--- config.mk ---
export PLATFORM = sky130hd
export DESIGN_NAME = frontend
export DESIGN_NICKNAME = d
export VERILOG_FILES = /design/src/hdl/frontend_pkg.sv /design/src/hdl/instr_scan.sv /design/src/hdl/bht.sv /design/src/hdl/pc_gen.sv /design/src/hdl/fetch_queue.sv /design/src/hdl/frontend.sv
export VERILOG_INCLUDE_DIRS = /design/src /design/src/include
export SDC_FILE = /design/constraint.sdc
export NUM_CORES = 1
export LEC_CHECK = 0
export BUFFER_PORTS_ARGS = -buffer_cell sky130_fd_sc_hd__buf_2
export CAP_MARGIN = 40
export CORE_MARGIN = 4
export CORE_UTILIZATION = 50
export DETAILED_ROUTE_END_ITERATION = 10
export PLACE_DENSITY_LB_ADDON = 0.1
export SLEW_MARGIN = 20
export SYNTH_ARGS = -nofsm -noshare
export SYNTH_HDL_FRONTEND = slang
export SYNTH_SLANG_ARGS = --single-unit
export TNS_END_PERCENT = 5
--- constraint.sdc ---
create_clock -name clk_i -period 4.87 [get_ports clk_i]
set_input_delay 1.2175 -clock clk_i [delete_from_list [all_inputs] [get_ports clk_i]]
set_output_delay 1.2175 -clock clk_i [all_outputs]
set_load 0.02 [all_outputs]
--- src/include/frontend_params.svh ---
`ifndef FRONTEND_PARAMS_SVH
`define FRONTEND_PARAMS_SVH

// ----------------------------------------------------------------------
// frontend sizing constants
// ----------------------------------------------------------------------

// address and instruction width, RV32I only
`define FE_XLEN 32

// fetch queue slots towards decode
// keep this a power of two, the pointers wrap naturally
`define FE_QUEUE_DEPTH 4

// number of 2-bit counters in the branch history table
// indexed by the pc bits just above the word offset
`define FE_BHT_ENTRIES 16

`endif

--- src/hdl/frontend_pkg.sv ---
`default_nettype none

`include "frontend_params.svh"

package frontend_pkg;

    // ------------------------------------------------------------------
    // basic vectors
    // ------------------------------------------------------------------
    typedef logic [`FE_XLEN-1:0] addr_t;
    typedef logic [`FE_XLEN-1:0] instr_t;
    typedef logic [$clog2(`FE_BHT_ENTRIES)-1:0] bht_idx_t;

    // control flow class found by the scanner
    typedef enum logic [1:0] {
        NO_CF  = 2'd0,
        BRANCH = 2'd1,
        JUMP   = 2'd2,
        JUMPR  = 2'd3
    } cf_e;

    // ------------------------------------------------------------------
    // instruction memory handshake
    // ------------------------------------------------------------------
    typedef struct packed {
        logic  req;
        addr_t vaddr;
    } mem_req_t;

    typedef struct packed {
        logic   ready;
        logic   valid;
        instr_t data;
    } mem_rsp_t;

    // resolved control flow coming back from execute
    typedef struct packed {
        logic  valid;
        addr_t pc;
        addr_t target;
        logic  is_taken;
        logic  is_mispredict;
        cf_e   cf_type;
    } bp_resolve_t;

    // one instruction handed to decode
    typedef struct packed {
        addr_t  address;
        instr_t instr;
        cf_e    cf_type;
        logic   predict_taken;
        addr_t  predict_address;
    } fetch_entry_t;

    // scanner result, imm already sign extended
    typedef struct packed {
        cf_e   cf_type;
        addr_t imm;
    } scan_t;

    // counter write towards the bht
    typedef struct packed {
        logic  valid;
        addr_t pc;
        logic  taken;
    } bht_update_t;

endpackage

`default_nettype wire

--- src/hdl/instr_scan.sv ---
`timescale 1ns/1ns
`default_nettype none

module instr_scan (
    input  frontend_pkg::instr_t instr_i,
    output frontend_pkg::scan_t  scan_o
);
    import frontend_pkg::*;

    // ------------------------------------------------------------------
    // opcode decode
    // ------------------------------------------------------------------
    localparam logic [6:0] OPC_JAL    = 7'b1101111;
    localparam logic [6:0] OPC_JALR   = 7'b1100111;
    localparam logic [6:0] OPC_BRANCH = 7'b1100011;

    logic [6:0] opcode;
    addr_t      imm_j;
    addr_t      imm_b;
    addr_t      imm_i;

    assign opcode = instr_i[6:0];

    // j-type offset, bit 0 is always zero
    assign imm_j = {{12{instr_i[31]}}, instr_i[19:12], instr_i[20],
                    instr_i[30:21], 1'b0};

    // b-type offset, sign bit drives the static prediction
    assign imm_b = {{20{instr_i[31]}}, instr_i[7], instr_i[30:25],
                    instr_i[11:8], 1'b0};

    // i-type offset of jalr, target unknown here so only reported
    assign imm_i = {{20{instr_i[31]}}, instr_i[31:20]};

    always_comb begin
        scan_o.cf_type = NO_CF;
        scan_o.imm     = '0;
        unique case (opcode)
            OPC_JAL: begin
                scan_o.cf_type = JUMP;
                scan_o.imm     = imm_j;
            end
            OPC_JALR: begin
                scan_o.cf_type = JUMPR;
                scan_o.imm     = imm_i;
            end
            OPC_BRANCH: begin
                scan_o.cf_type = BRANCH;
                scan_o.imm     = imm_b;
            end
            // plain instruction, no control flow
            default: ;
        endcase
    end

endmodule

`default_nettype wire

--- src/hdl/bht.sv ---
`timescale 1ns/1ns
`default_nettype none

`include "frontend_params.svh"

module bht (
    input  logic                      clk_i,
    input  logic                      npc_rst_load_q,
    input  logic                      flush_i,
    input  frontend_pkg::addr_t       vpc_i,
    input  frontend_pkg::bht_update_t update_i,
    output logic                      taken_o,
    output logic                      valid_o
);
    import frontend_pkg::*;

    // ------------------------------------------------------------------
    // counter storage
    // ------------------------------------------------------------------
    // counters carry no reset, the valid bit says whether they hold history
    logic [1:0]                cnt_q   [`FE_BHT_ENTRIES];
    logic [`FE_BHT_ENTRIES-1:0] valid_q;

    bht_idx_t rd_idx;
    bht_idx_t wr_idx;
    logic [1:0] cnt_upd;

    // word aligned pc, skip bits 1:0
    assign rd_idx = vpc_i[$bits(bht_idx_t)+1:2];
    assign wr_idx = update_i.pc[$bits(bht_idx_t)+1:2];

    // read side, purely combinational
    assign taken_o = cnt_q[rd_idx][1];
    assign valid_o = valid_q[rd_idx];

    // ------------------------------------------------------------------
    // counter update
    // ------------------------------------------------------------------
    always_comb begin
        cnt_upd = cnt_q[wr_idx];
        if (!valid_q[wr_idx]) begin
            // first sighting, start weak in the observed direction
            cnt_upd = update_i.taken ? 2'b10 : 2'b01;
        end else if (update_i.taken) begin
            if (cnt_upd != 2'b11) cnt_upd = cnt_upd + 2'b01;
        end else begin
            if (cnt_upd != 2'b00) cnt_upd = cnt_upd - 2'b01;
        end
    end

    always_ff @(posedge clk_i) begin
        if (update_i.valid) begin
            cnt_q[wr_idx] <= cnt_upd;
        end
    end

    // history is forgotten on reset and on a pipeline flush
    always_ff @(posedge clk_i) begin
        if (npc_rst_load_q || flush_i) begin
            valid_q <= '0;
        end else if (update_i.valid) begin
            valid_q[wr_idx] <= 1'b1;
        end
    end

endmodule

`default_nettype wire

--- src/hdl/pc_gen.sv ---
`timescale 1ns/1ns
`default_nettype none

`include "frontend_params.svh"

module pc_gen (
    input  logic                       clk_i,
    input  logic                       npc_rst_load_q,
    input  logic                       flush_i,
    input  frontend_pkg::addr_t        boot_addr_i,
    input  frontend_pkg::bp_resolve_t  resolved_branch_i,
    input  logic                       set_pc_commit_i,
    input  frontend_pkg::addr_t        pc_commit_i,
    input  logic                       eret_i,
    input  frontend_pkg::addr_t        epc_i,
    input  logic                       ex_valid_i,
    input  frontend_pkg::addr_t        trap_vector_base_i,
    output frontend_pkg::mem_req_t     mem_req_o,
    input  frontend_pkg::mem_rsp_t     mem_rsp_i,
    input  frontend_pkg::scan_t        scan_i,
    input  logic                       bht_taken_i,
    input  logic                       bht_valid_i,
    input  logic                       queue_space_i,
    output frontend_pkg::addr_t        fetch_addr_o,
    output frontend_pkg::instr_t       fetch_instr_o,
    output logic                       push_o,
    output frontend_pkg::fetch_entry_t push_entry_o,
    output frontend_pkg::bht_update_t  bht_update_o
);
    import frontend_pkg::*;

    // npc_q is the address being fetched, or the next one to fetch
    addr_t npc_d, npc_q;
    logic  run_q;
    logic  outstanding_d, outstanding_q;
    logic  stale_d, stale_q;
    logic  accept, rsp_fire, fresh, mispredict, kill;
    logic  predict_taken;
    addr_t predict_address;

    // ------------------------------------------------------------------
    // memory handshake
    // ------------------------------------------------------------------
    // one request in flight at most, and only with room for its answer
    assign mem_req_o.req   = run_q && !outstanding_q && queue_space_i;
    assign mem_req_o.vaddr = npc_q;
    assign accept   = mem_req_o.req && mem_rsp_i.ready;
    assign rsp_fire = outstanding_q && mem_rsp_i.valid;
    assign fresh    = rsp_fire && !stale_q;

    assign mispredict = resolved_branch_i.valid && resolved_branch_i.is_mispredict;
    // anything that throws away the fetch stream
    assign kill = flush_i || set_pc_commit_i || ex_valid_i || eret_i || mispredict;

    // returned word goes to scan and bht together with its address
    assign fetch_addr_o  = npc_q;
    assign fetch_instr_o = mem_rsp_i.data;

    // ------------------------------------------------------------------
    // prediction
    // ------------------------------------------------------------------
    always_comb begin
        unique case (scan_i.cf_type)
            JUMP:    predict_taken = 1'b1;
            // no history: backward taken, forward not taken
            BRANCH:  predict_taken = bht_valid_i ? bht_taken_i
                                                 : scan_i.imm[`FE_XLEN-1];
            // jalr has no target source without a btb
            default: predict_taken = 1'b0;
        endcase
    end

    assign predict_address = predict_taken ? npc_q + scan_i.imm : npc_q + addr_t'(4);

    assign push_o                       = fresh && !kill;
    assign push_entry_o.address         = npc_q;
    assign push_entry_o.instr           = mem_rsp_i.data;
    assign push_entry_o.cf_type         = scan_i.cf_type;
    assign push_entry_o.predict_taken   = predict_taken;
    assign push_entry_o.predict_address = predict_address;

    // train only on conditional branches
    assign bht_update_o.valid = resolved_branch_i.valid && (resolved_branch_i.cf_type == BRANCH);
    assign bht_update_o.pc    = resolved_branch_i.pc;
    assign bht_update_o.taken = resolved_branch_i.is_taken;

    // ------------------------------------------------------------------
    // next pc, highest priority first
    // ------------------------------------------------------------------
    always_comb begin
        npc_d = npc_q;
        if (set_pc_commit_i)  npc_d = pc_commit_i + addr_t'(4);
        else if (ex_valid_i)  npc_d = trap_vector_base_i;
        else if (eret_i)      npc_d = epc_i;
        else if (mispredict)  npc_d = resolved_branch_i.target;
        else if (fresh)       npc_d = predict_address;
    end

    // in-flight bookkeeping
    always_comb begin
        outstanding_d = outstanding_q;
        stale_d       = stale_q;
        if (accept) begin
            outstanding_d = 1'b1;
            // issued with the old pc while redirecting
            stale_d       = kill;
        end else if (rsp_fire) begin
            outstanding_d = 1'b0;
            stale_d       = 1'b0;
        end else if (kill && outstanding_q) begin
            stale_d = 1'b1;
        end
    end

    always_ff @(posedge clk_i) begin
        if (npc_rst_load_q) begin
            npc_q         <= boot_addr_i;
            run_q         <= 1'b0;
            outstanding_q <= 1'b0;
            stale_q       <= 1'b0;
        end else begin
            npc_q         <= npc_d;
            run_q         <= 1'b1;
            outstanding_q <= outstanding_d;
            stale_q       <= stale_d;
        end
    end

endmodule

`default_nettype wire

--- src/hdl/fetch_queue.sv ---
`timescale 1ns/1ns
`default_nettype none

`include "frontend_params.svh"

module fetch_queue (
    input  logic                       clk_i,
    input  logic                       npc_rst_load_q,
    input  logic                       flush_i,
    input  logic                       push_i,
    input  frontend_pkg::fetch_entry_t entry_i,
    output logic                       space_o,
    output frontend_pkg::fetch_entry_t fetch_entry_o,
    output logic                       fetch_valid_o,
    input  logic                       fetch_ready_i
);
    import frontend_pkg::*;

    localparam int unsigned DEPTH   = `FE_QUEUE_DEPTH;
    localparam int unsigned PTR_W   = $clog2(DEPTH);
    localparam int unsigned CNT_W   = $clog2(DEPTH + 1);

    // ------------------------------------------------------------------
    // storage and pointers
    // ------------------------------------------------------------------
    // payload only, occupancy lives in cnt_q
    fetch_entry_t mem_q [DEPTH];

    logic [PTR_W-1:0] wr_ptr_q, rd_ptr_q;
    logic [CNT_W-1:0] cnt_q, cnt_d;
    logic             pop;

    assign pop = fetch_valid_o && fetch_ready_i;

    // head of queue, held while decode stalls
    assign fetch_valid_o = (cnt_q != '0);
    assign fetch_entry_o = mem_q[rd_ptr_q];

    // two free slots, one for the answer already on its way
    assign space_o = (CNT_W'(DEPTH) - cnt_q) >= CNT_W'(2);

    always_comb begin
        cnt_d = cnt_q;
        if (push_i && !pop) cnt_d = cnt_q + CNT_W'(1);
        if (!push_i && pop) cnt_d = cnt_q - CNT_W'(1);
    end

    always_ff @(posedge clk_i) begin
        if (push_i) begin
            mem_q[wr_ptr_q] <= entry_i;
        end
    end

    // ------------------------------------------------------------------
    // control state
    // ------------------------------------------------------------------
    always_ff @(posedge clk_i) begin
        if (npc_rst_load_q || flush_i) begin
            wr_ptr_q <= '0;
            rd_ptr_q <= '0;
            cnt_q    <= '0;
        end else begin
            // pointers wrap at the power-of-two depth
            if (push_i) wr_ptr_q <= wr_ptr_q + PTR_W'(1);
            if (pop)    rd_ptr_q <= rd_ptr_q + PTR_W'(1);
            cnt_q <= cnt_d;
        end
    end

endmodule

`default_nettype wire

--- src/hdl/frontend.sv ---
`timescale 1ns/1ns
`default_nettype none

module frontend (
    input  logic                       clk_i,
    input  logic                       npc_rst_load_q,
    input  logic                       flush_i,
    input  frontend_pkg::addr_t        boot_addr_i,
    input  frontend_pkg::bp_resolve_t  resolved_branch_i,
    input  logic                       set_pc_commit_i,
    input  frontend_pkg::addr_t        pc_commit_i,
    input  logic                       eret_i,
    input  frontend_pkg::addr_t        epc_i,
    input  logic                       ex_valid_i,
    input  frontend_pkg::addr_t        trap_vector_base_i,
    output frontend_pkg::mem_req_t     mem_req_o,
    input  frontend_pkg::mem_rsp_t     mem_rsp_i,
    output frontend_pkg::fetch_entry_t fetch_entry_o,
    output logic                       fetch_valid_o,
    input  logic                       fetch_ready_i
);
    import frontend_pkg::*;

    // ------------------------------------------------------------------
    // internal wires
    // ------------------------------------------------------------------
    addr_t        fetch_addr;
    instr_t       fetch_instr;
    scan_t        scan;
    logic         bht_taken;
    logic         bht_valid;
    bht_update_t  bht_update;
    logic         queue_space;
    logic         push;
    fetch_entry_t push_entry;

    // pc register, prediction and memory handshake
    pc_gen i_pc_gen (
        .clk_i              (clk_i),
        .npc_rst_load_q     (npc_rst_load_q),
        .flush_i            (flush_i),
        .boot_addr_i        (boot_addr_i),
        .resolved_branch_i  (resolved_branch_i),
        .set_pc_commit_i    (set_pc_commit_i),
        .pc_commit_i        (pc_commit_i),
        .eret_i             (eret_i),
        .epc_i              (epc_i),
        .ex_valid_i         (ex_valid_i),
        .trap_vector_base_i (trap_vector_base_i),
        .mem_req_o          (mem_req_o),
        .mem_rsp_i          (mem_rsp_i),
        .scan_i             (scan),
        .bht_taken_i        (bht_taken),
        .bht_valid_i        (bht_valid),
        .queue_space_i      (queue_space),
        .fetch_addr_o       (fetch_addr),
        .fetch_instr_o      (fetch_instr),
        .push_o             (push),
        .push_entry_o       (push_entry),
        .bht_update_o       (bht_update)
    );

    // looks at the word straight off the memory bus
    instr_scan i_instr_scan (
        .instr_i (fetch_instr),
        .scan_o  (scan)
    );

    bht i_bht (
        .clk_i          (clk_i),
        .npc_rst_load_q (npc_rst_load_q),
        .flush_i        (flush_i),
        .vpc_i          (fetch_addr),
        .update_i       (bht_update),
        .taken_o        (bht_taken),
        .valid_o        (bht_valid)
    );

    // towards decode
    fetch_queue i_fetch_queue (
        .clk_i          (clk_i),
        .npc_rst_load_q (npc_rst_load_q),
        .flush_i        (flush_i),
        .push_i         (push),
        .entry_i        (push_entry),
        .space_o        (queue_space),
        .fetch_entry_o  (fetch_entry_o),
        .fetch_valid_o  (fetch_valid_o),
        .fetch_ready_i  (fetch_ready_i)
    );

endmodule

`default_nettype wire

[Yosys cells after proc, flatten, opt, wreduce, memory -nomap -nowiden]
Memories as Yosys holds them, arrays and structs flattened. A register that Yosys moved wholly into a read port is not among the register bits.
Cells that the tools add are included.
Storage, ports and cells
  flip-flop bits (word level): 58
  bits in latches: 0
  memory bits (writable): 428
  bits in read-only memories: 0
  input bits: 238
  output and inout port bits: 133
  logic and storage cells: 97
  memories: 2
Cells by class
  add/sub/neg operators: 10
  multipliers: 0
  div/mod/pow operators: 0
  order comparisons: 4
  eq/ne operators: 7
  shifts and indexed selects: 0
  mux-type cells: 36
  bitwise gates (word level): 1
  reduce and logical (&&, ||, !) cells: 29
Memories
  i_fetch_queue.mem_q: depth 4, width 99, rd ports 1, clocked after memory_dff 1, wr ports 1, line fetch_queue.sv:27  | fetch_entry_t mem_q [DEPTH];
  i_bht.cnt_q: depth 16, width 2, rd ports 2, clocked after memory_dff 1, wr ports 1, line bht.sv:21  | logic [1:0] cnt_q [`FE_BHT_ENTRIES];
Operator list (number)
  two-way mux 32 bit: 7
  one-hot mux 34 bit (3 select lines): 1
  adder 32 x 3 -> 32 bit, second input constant: 2
  adder 32 bit: 1
  == test 7 bit, second input constant: 3
  OR 16 bit: 1
  two-way mux 1 bit: 14
  two-way mux 2 bit: 7
  logical AND 1 bit: 13
  less-than comparator 4 x 5 -> 1 bit, second input constant: 2
  binary-select mux 1 bit (select 4 bit): 2
  adder 2 x 1 -> 2 bit, second input constant: 3
  two-way mux 3 bit: 2
  nonzero test 2 bit: 3
  nonzero test 3 bit: 2
  nonzero test 6 bit: 1
  logical NOT 1 bit: 5
  logical OR 1 bit: 5
  demux 1 bit (select 4 bit): 1
  == test 2 x 1 -> 1 bit, second input constant: 2
  >= comparator 4 x 1 -> 1 bit, second input constant: 1
  two-way mux 4 bit: 1
  adder 3 x 1 -> 3 bit, second input constant: 1
  >= comparator 3 x 2 -> 1 bit, second input constant: 1
  6 further kinds: 6

[Logic depth before layout (Yosys ltp)]
  depth after elaboration: 12
  gate-level depth with buffers: 18
  gate-level depth less buffers: 18

[Modules after synthesis]
A second synthesis with hierarchy kept.
Second synthesis, totals
  cell total of the unflattened synthesis: 1753
  area total of the unflattened synthesis: 24524.8 um^2
Modules (own cells, without submodules)
  fetch_queue: times used 1, cells each 571, area each 14741.6 um^2
  pc_gen: times used 1, cells each 977, area each 7154.4 um^2
  bht: times used 1, cells each 143, area each 2227.1 um^2
  instr_scan: times used 1, cells each 62, area each 401.6 um^2

[Least setup slack after synthesis]
OpenSTA, ideal clock, no wires.
  kind: input-to-reg
  from: input mem_rsp_i[4] in the netlist's numbering
  to: register i_pc_gen.npc_q[30], in the netlist i_pc_gen.fetch_addr_o[30], data pin
  setup time: 0.264 ns
  arrival time: 4.863 ns
  data required time: 4.606 ns
  slack: -0.256 ns
  stages: 18
  buffers on the path: 0
  path through: and4b_1 > nand2_1 > inv_1 > nand2_1 > inv_1 > and3_1 > ha_1 > inv_1 > fa_1 > nand2b_1 > a211oi_1 > nor4_1 > o41a_1 > a211o_1 > a21oi_1 > a31o_2 > a311oi_1 > o41a_1
RTL lines
  from (decl): line frontend.sv:17  | input frontend_pkg::mem_rsp_t mem_rsp_i,
  to (signal assigned): line pc_gen.sv:117  | npc_q <= boot_addr_i;
  to (signal assigned): line pc_gen.sv:122  | npc_q <= npc_d;
  to (decl): line pc_gen.sv:33  | addr_t npc_d, npc_q;

==> reports/qor.yml <==
antenna_found_initial: 4
edff_count_synth: 460
syn-cell-area_sq_um: 23200
holdCritPathClass: "register to register"
overflow: 0
buffer_ports.inserted: 342
power.total_uw: 9400
core_area_sq_um: 45600
syn-num-nets: 1876
gp_congestion: 0.962
synth.avg_cell_area_sq_um: 14.6
postCtsResizedCells: 0
transition_time_of_the_tightest_slew_check_pin_ps: 808
setup_viol_count_final: 0
area_growth_syn_to_layout_pct: 20.6
worstHoldEndpoint: "i_bht.valid_q[9]"
reg2reg_setup_slack_ps: 790
critical_path.reg2reg.endpoint: "i_pc_gen.fetch_addr_o[14]"
fp.dieArea_sq_um: 49900
rsz_0062_raised_after_global_routing: "no"
cell_internal_power_dissipation_uw: 7180
grtUsageTotal_pct: 26.5
power.clock.fraction_pct: 39.6
post_synthesis_adder_cell_area_fraction_pct: 2.49
cts-htree-levels: 2
cts_buffers: 49
die_h_microns: 223
top_level_ports: 371
net_sw_power_uw: 2220
synth_mux_area_share_pct: 12.9
fraction_of_the_mapped_netlist_area_in_compound_gates_pct: 8.39
postCtsSetupRepairBufs: 0
cp.arrival_ps: 4980
drv.max_cap_violation_count: 0
p_seq_share_pct: 51.3
clock-skew-final_ps: 15.9
outcome: "completed"
ff2ff_path_depth: 12
finalHoldViolCount: 0
timing.slew.headroom_pct: 46.0
worstPathMaxFanout: 5
setup_tns_ps: 0
clock_insertion_delay_worst_skew_ps: 590
dieWidth_microns: 223
layout_commonest_cell: "edfxtp_1"
switching_share_pct: 23.6
worstPathRequired_ps: 5210
proportion_of_netlist_area_held_by_the_largest_area_contributor_pct: 59.6
post_synthesis_cell_type_with_the_largest_combined_area: "edfxtp_1"
cp.buffers_inverters: 5
postSynthRegisterBits: 492
detailed_route_drc_error_count: 0
timing_max_transition_violations_final: 0
synthFlopType: "edfxtp_1"
synth.area.top_cells: "edfxtp_1 60%, mux4_2 12%, dfxtp_1 2.8%"
timing.final.crit_share_pct: 95.4
grt_first_pass_wirelength_microns: 99900
drtAntennaViolNets: 0
post-place-ws_ps: -452
layout_min_cycle_time_ps: 4650
total_leakage_power_uw: 0.0100
ys.warnings.count: 0
crit_path_max_incr_delay_ps: 440
tritoncts_clock_tree: "yes"
synthCells: 1593
critical-path-slowest-cell: "o41a_1"
critical-path-top-delay-family: "compound AO/OA/AOI/OAI gates"
worst_setup_path_end_kind: "register"
basic_gate_share_of_the_synthesized_area_counting_and_or_nand_and_nor_cells_pct: 8.08
fin_hold_ws_ps: 500
cts_buffer_depth: 3
ir_drop_v: 0.000290
num_vias: 15800
number_of_search_and_repair_iterations_in_the_first_detailed_routing_pass: 6
max_clock_freq_mhz: 215
dr.first_iter.drc_count: 1445
hold_path_depth: 2
min_from: "i_bht.valid_q[9]"
detailedPlacementHpwl_microns: 48800
buffer_cell_driving_the_clock_tree_root: "clkbuf_16"
initial_core_util_pct: 50.9
wl_microns: 67200
cts_num_sinks: 492
post_synth_cell_types: 74
critPathKind: "input port to register"
grt_max_degree: 71
layout-drive-gt1-share_pct: 34.3
grt_pass1_vias: 15700
critPathLaunchType: "input port"
r2r_startpoint: "i_pc_gen.fetch_addr_o[4]"
setup_slack_ps: 223
powerDensity_nw_per_um2: 336
cell_by_cell_listing_of_the_critical_path: "buf_2, and4b_2, nand2_1, inv_1, nand2_1, inv_1, and3_1, ha_1, inv_1, fa_1, nand2b_1, a211oi_2, nor4_1, o41a_1, a211o_1, a21oi_2, a31o_2, a311oi_1, buf_4, o41a_1"
synth-xor-area-share_pct: 2.95
clk_pin_slew_ps: 70
async_sr_flop_fraction_pct: 0
cts_hold_buf: 0
layout_common_cells: "460 x edfxtp_1, 342 x buf_2, 129 x buf_4"
combinationalPowerShare_pct: 9.1
yosysSeqAreaShare_pct: 62.4
crit_path_frequent_cell: "inv_1"
main_combinational_cell_family_by_area_after_synthesis: "multiplexers"
final_net_count: 2307
rows: 78
routed_via_count_divided_by_cell_count: 5.94
wl_per_cell_microns: 25.2
how the worst max path moves through the flow:
stage	startpoint	endpoint	depth (start not counted)
6_report	mem_rsp_i[5]	i_pc_gen.fetch_addr_o[30]	20
5_1_grt	mem_rsp_i[5]	i_pc_gen.fetch_addr_o[30]	20
4_1_cts	mem_rsp_i[5]	i_pc_gen.fetch_addr_o[30]	20
3_5_place_dp	mem_rsp_i[5]	i_pc_gen.fetch_addr_o[30]	20
3_3_place_gp	mem_rsp_i[4]	i_pc_gen.fetch_addr_o[30]	20
2_1_floorplan	set_pc_commit_i	i_fetch_queue.mem_q[3][0]	4
metal layers:
layer  up-vias  global-route usage (%)  part of all wire [%]
met1      7867                    38.0                    42
met2       747                    41.5                    47
met5         -                       0                     0
met4         0                    7.04                   2.6
met3       105                    6.24                   8.9
li1       7121                       -                     -
synth_stat cells, types with 12 or more instances:
cell type  number
a31oi_1        13
and2_1         15
xnor2_1        50
mux4_2        122
nand4_1        20
a22oi_1        12
inv_1          36
nor3_1         18
nand3_1        35
a21oi_1        78
edfxtp_1      460
and3_1         14
xor2_1         28
nand2_1       105
ha_1           43
buf_4          32
buf_1          13
dfxtp_1        32
o21ai_1        25
nor2_1        128
a211oi_1       16
clkbuf_1       51
o21ai_0        48
nand2b_1       17
kinds of logic after synthesis:
group                    after synthesis
buffers and inverters                139
AND/OR/NAND/NOR                      398
flip-flops                           492
XOR/XNOR                              78
adder cells (fa/ha/maj)               45
AO/OA/AOI/OAI                        296
multiplexers                         145
area by class of cell:
cell class / instances / area [sq um]
Antenna cell: 3 / 7.51
Clock buffer: 58 / 1300
Clock inverter: 33 / 292
Fill cell: 3538 / 17600
Inverter: 37 / 139
Multi-Input combinational cell: 962 / 8100
Sequential cell: 492 / 14500
Tap cell: 600 / 751
Timing Repair Buffer: 482 / 2900
state kept, by name (all words and copies together), names as in the netlist, named ones only:
register                cells
i_pc_gen.fetch_addr_o      32
i_pc_gen.run_q              1
i_fetch_queue.wr_ptr_q      2
i_bht.cnt_q                32
i_fetch_queue.cnt_q         3
i_fetch_queue.rd_ptr_q      2
i_pc_gen.stale_q            1
i_bht.valid_q              16
i_fetch_queue.mem_q       396
i_pc_gen.outstanding_q      1
metrics by stage:
| step | utilization, % | cell area [sq um] | instances |
|---|---|---|---|
| global placement | 57.8 | 26300 | 2571 |
| CTS | 61.3 | 27900 | 2664 |
| global route | 61.3 | 27900 | 2666 |
| detailed placement | 57.8 | 26300 | 2573 |
| floorplan | - | 23200 | 1593 |
| finish | 61.3 | 27900 | 2667 |
power groups by stage:
stage,Clock [uW],Sequential [uW],Combinational [uW]
floorplan,0,4860,464
global placement,0,4900,828
detailed placement,0,4910,841
CTS,3790,4820,845
global route,3980,4820,924
finish,3720,4820,857
tightest hold or removal path, cell delays in order, from the launching register on:
cell	delay, ps
dfxtp_1	350
nor2_1	50
nor2_1	70
(Power assumes the default switching activity.)
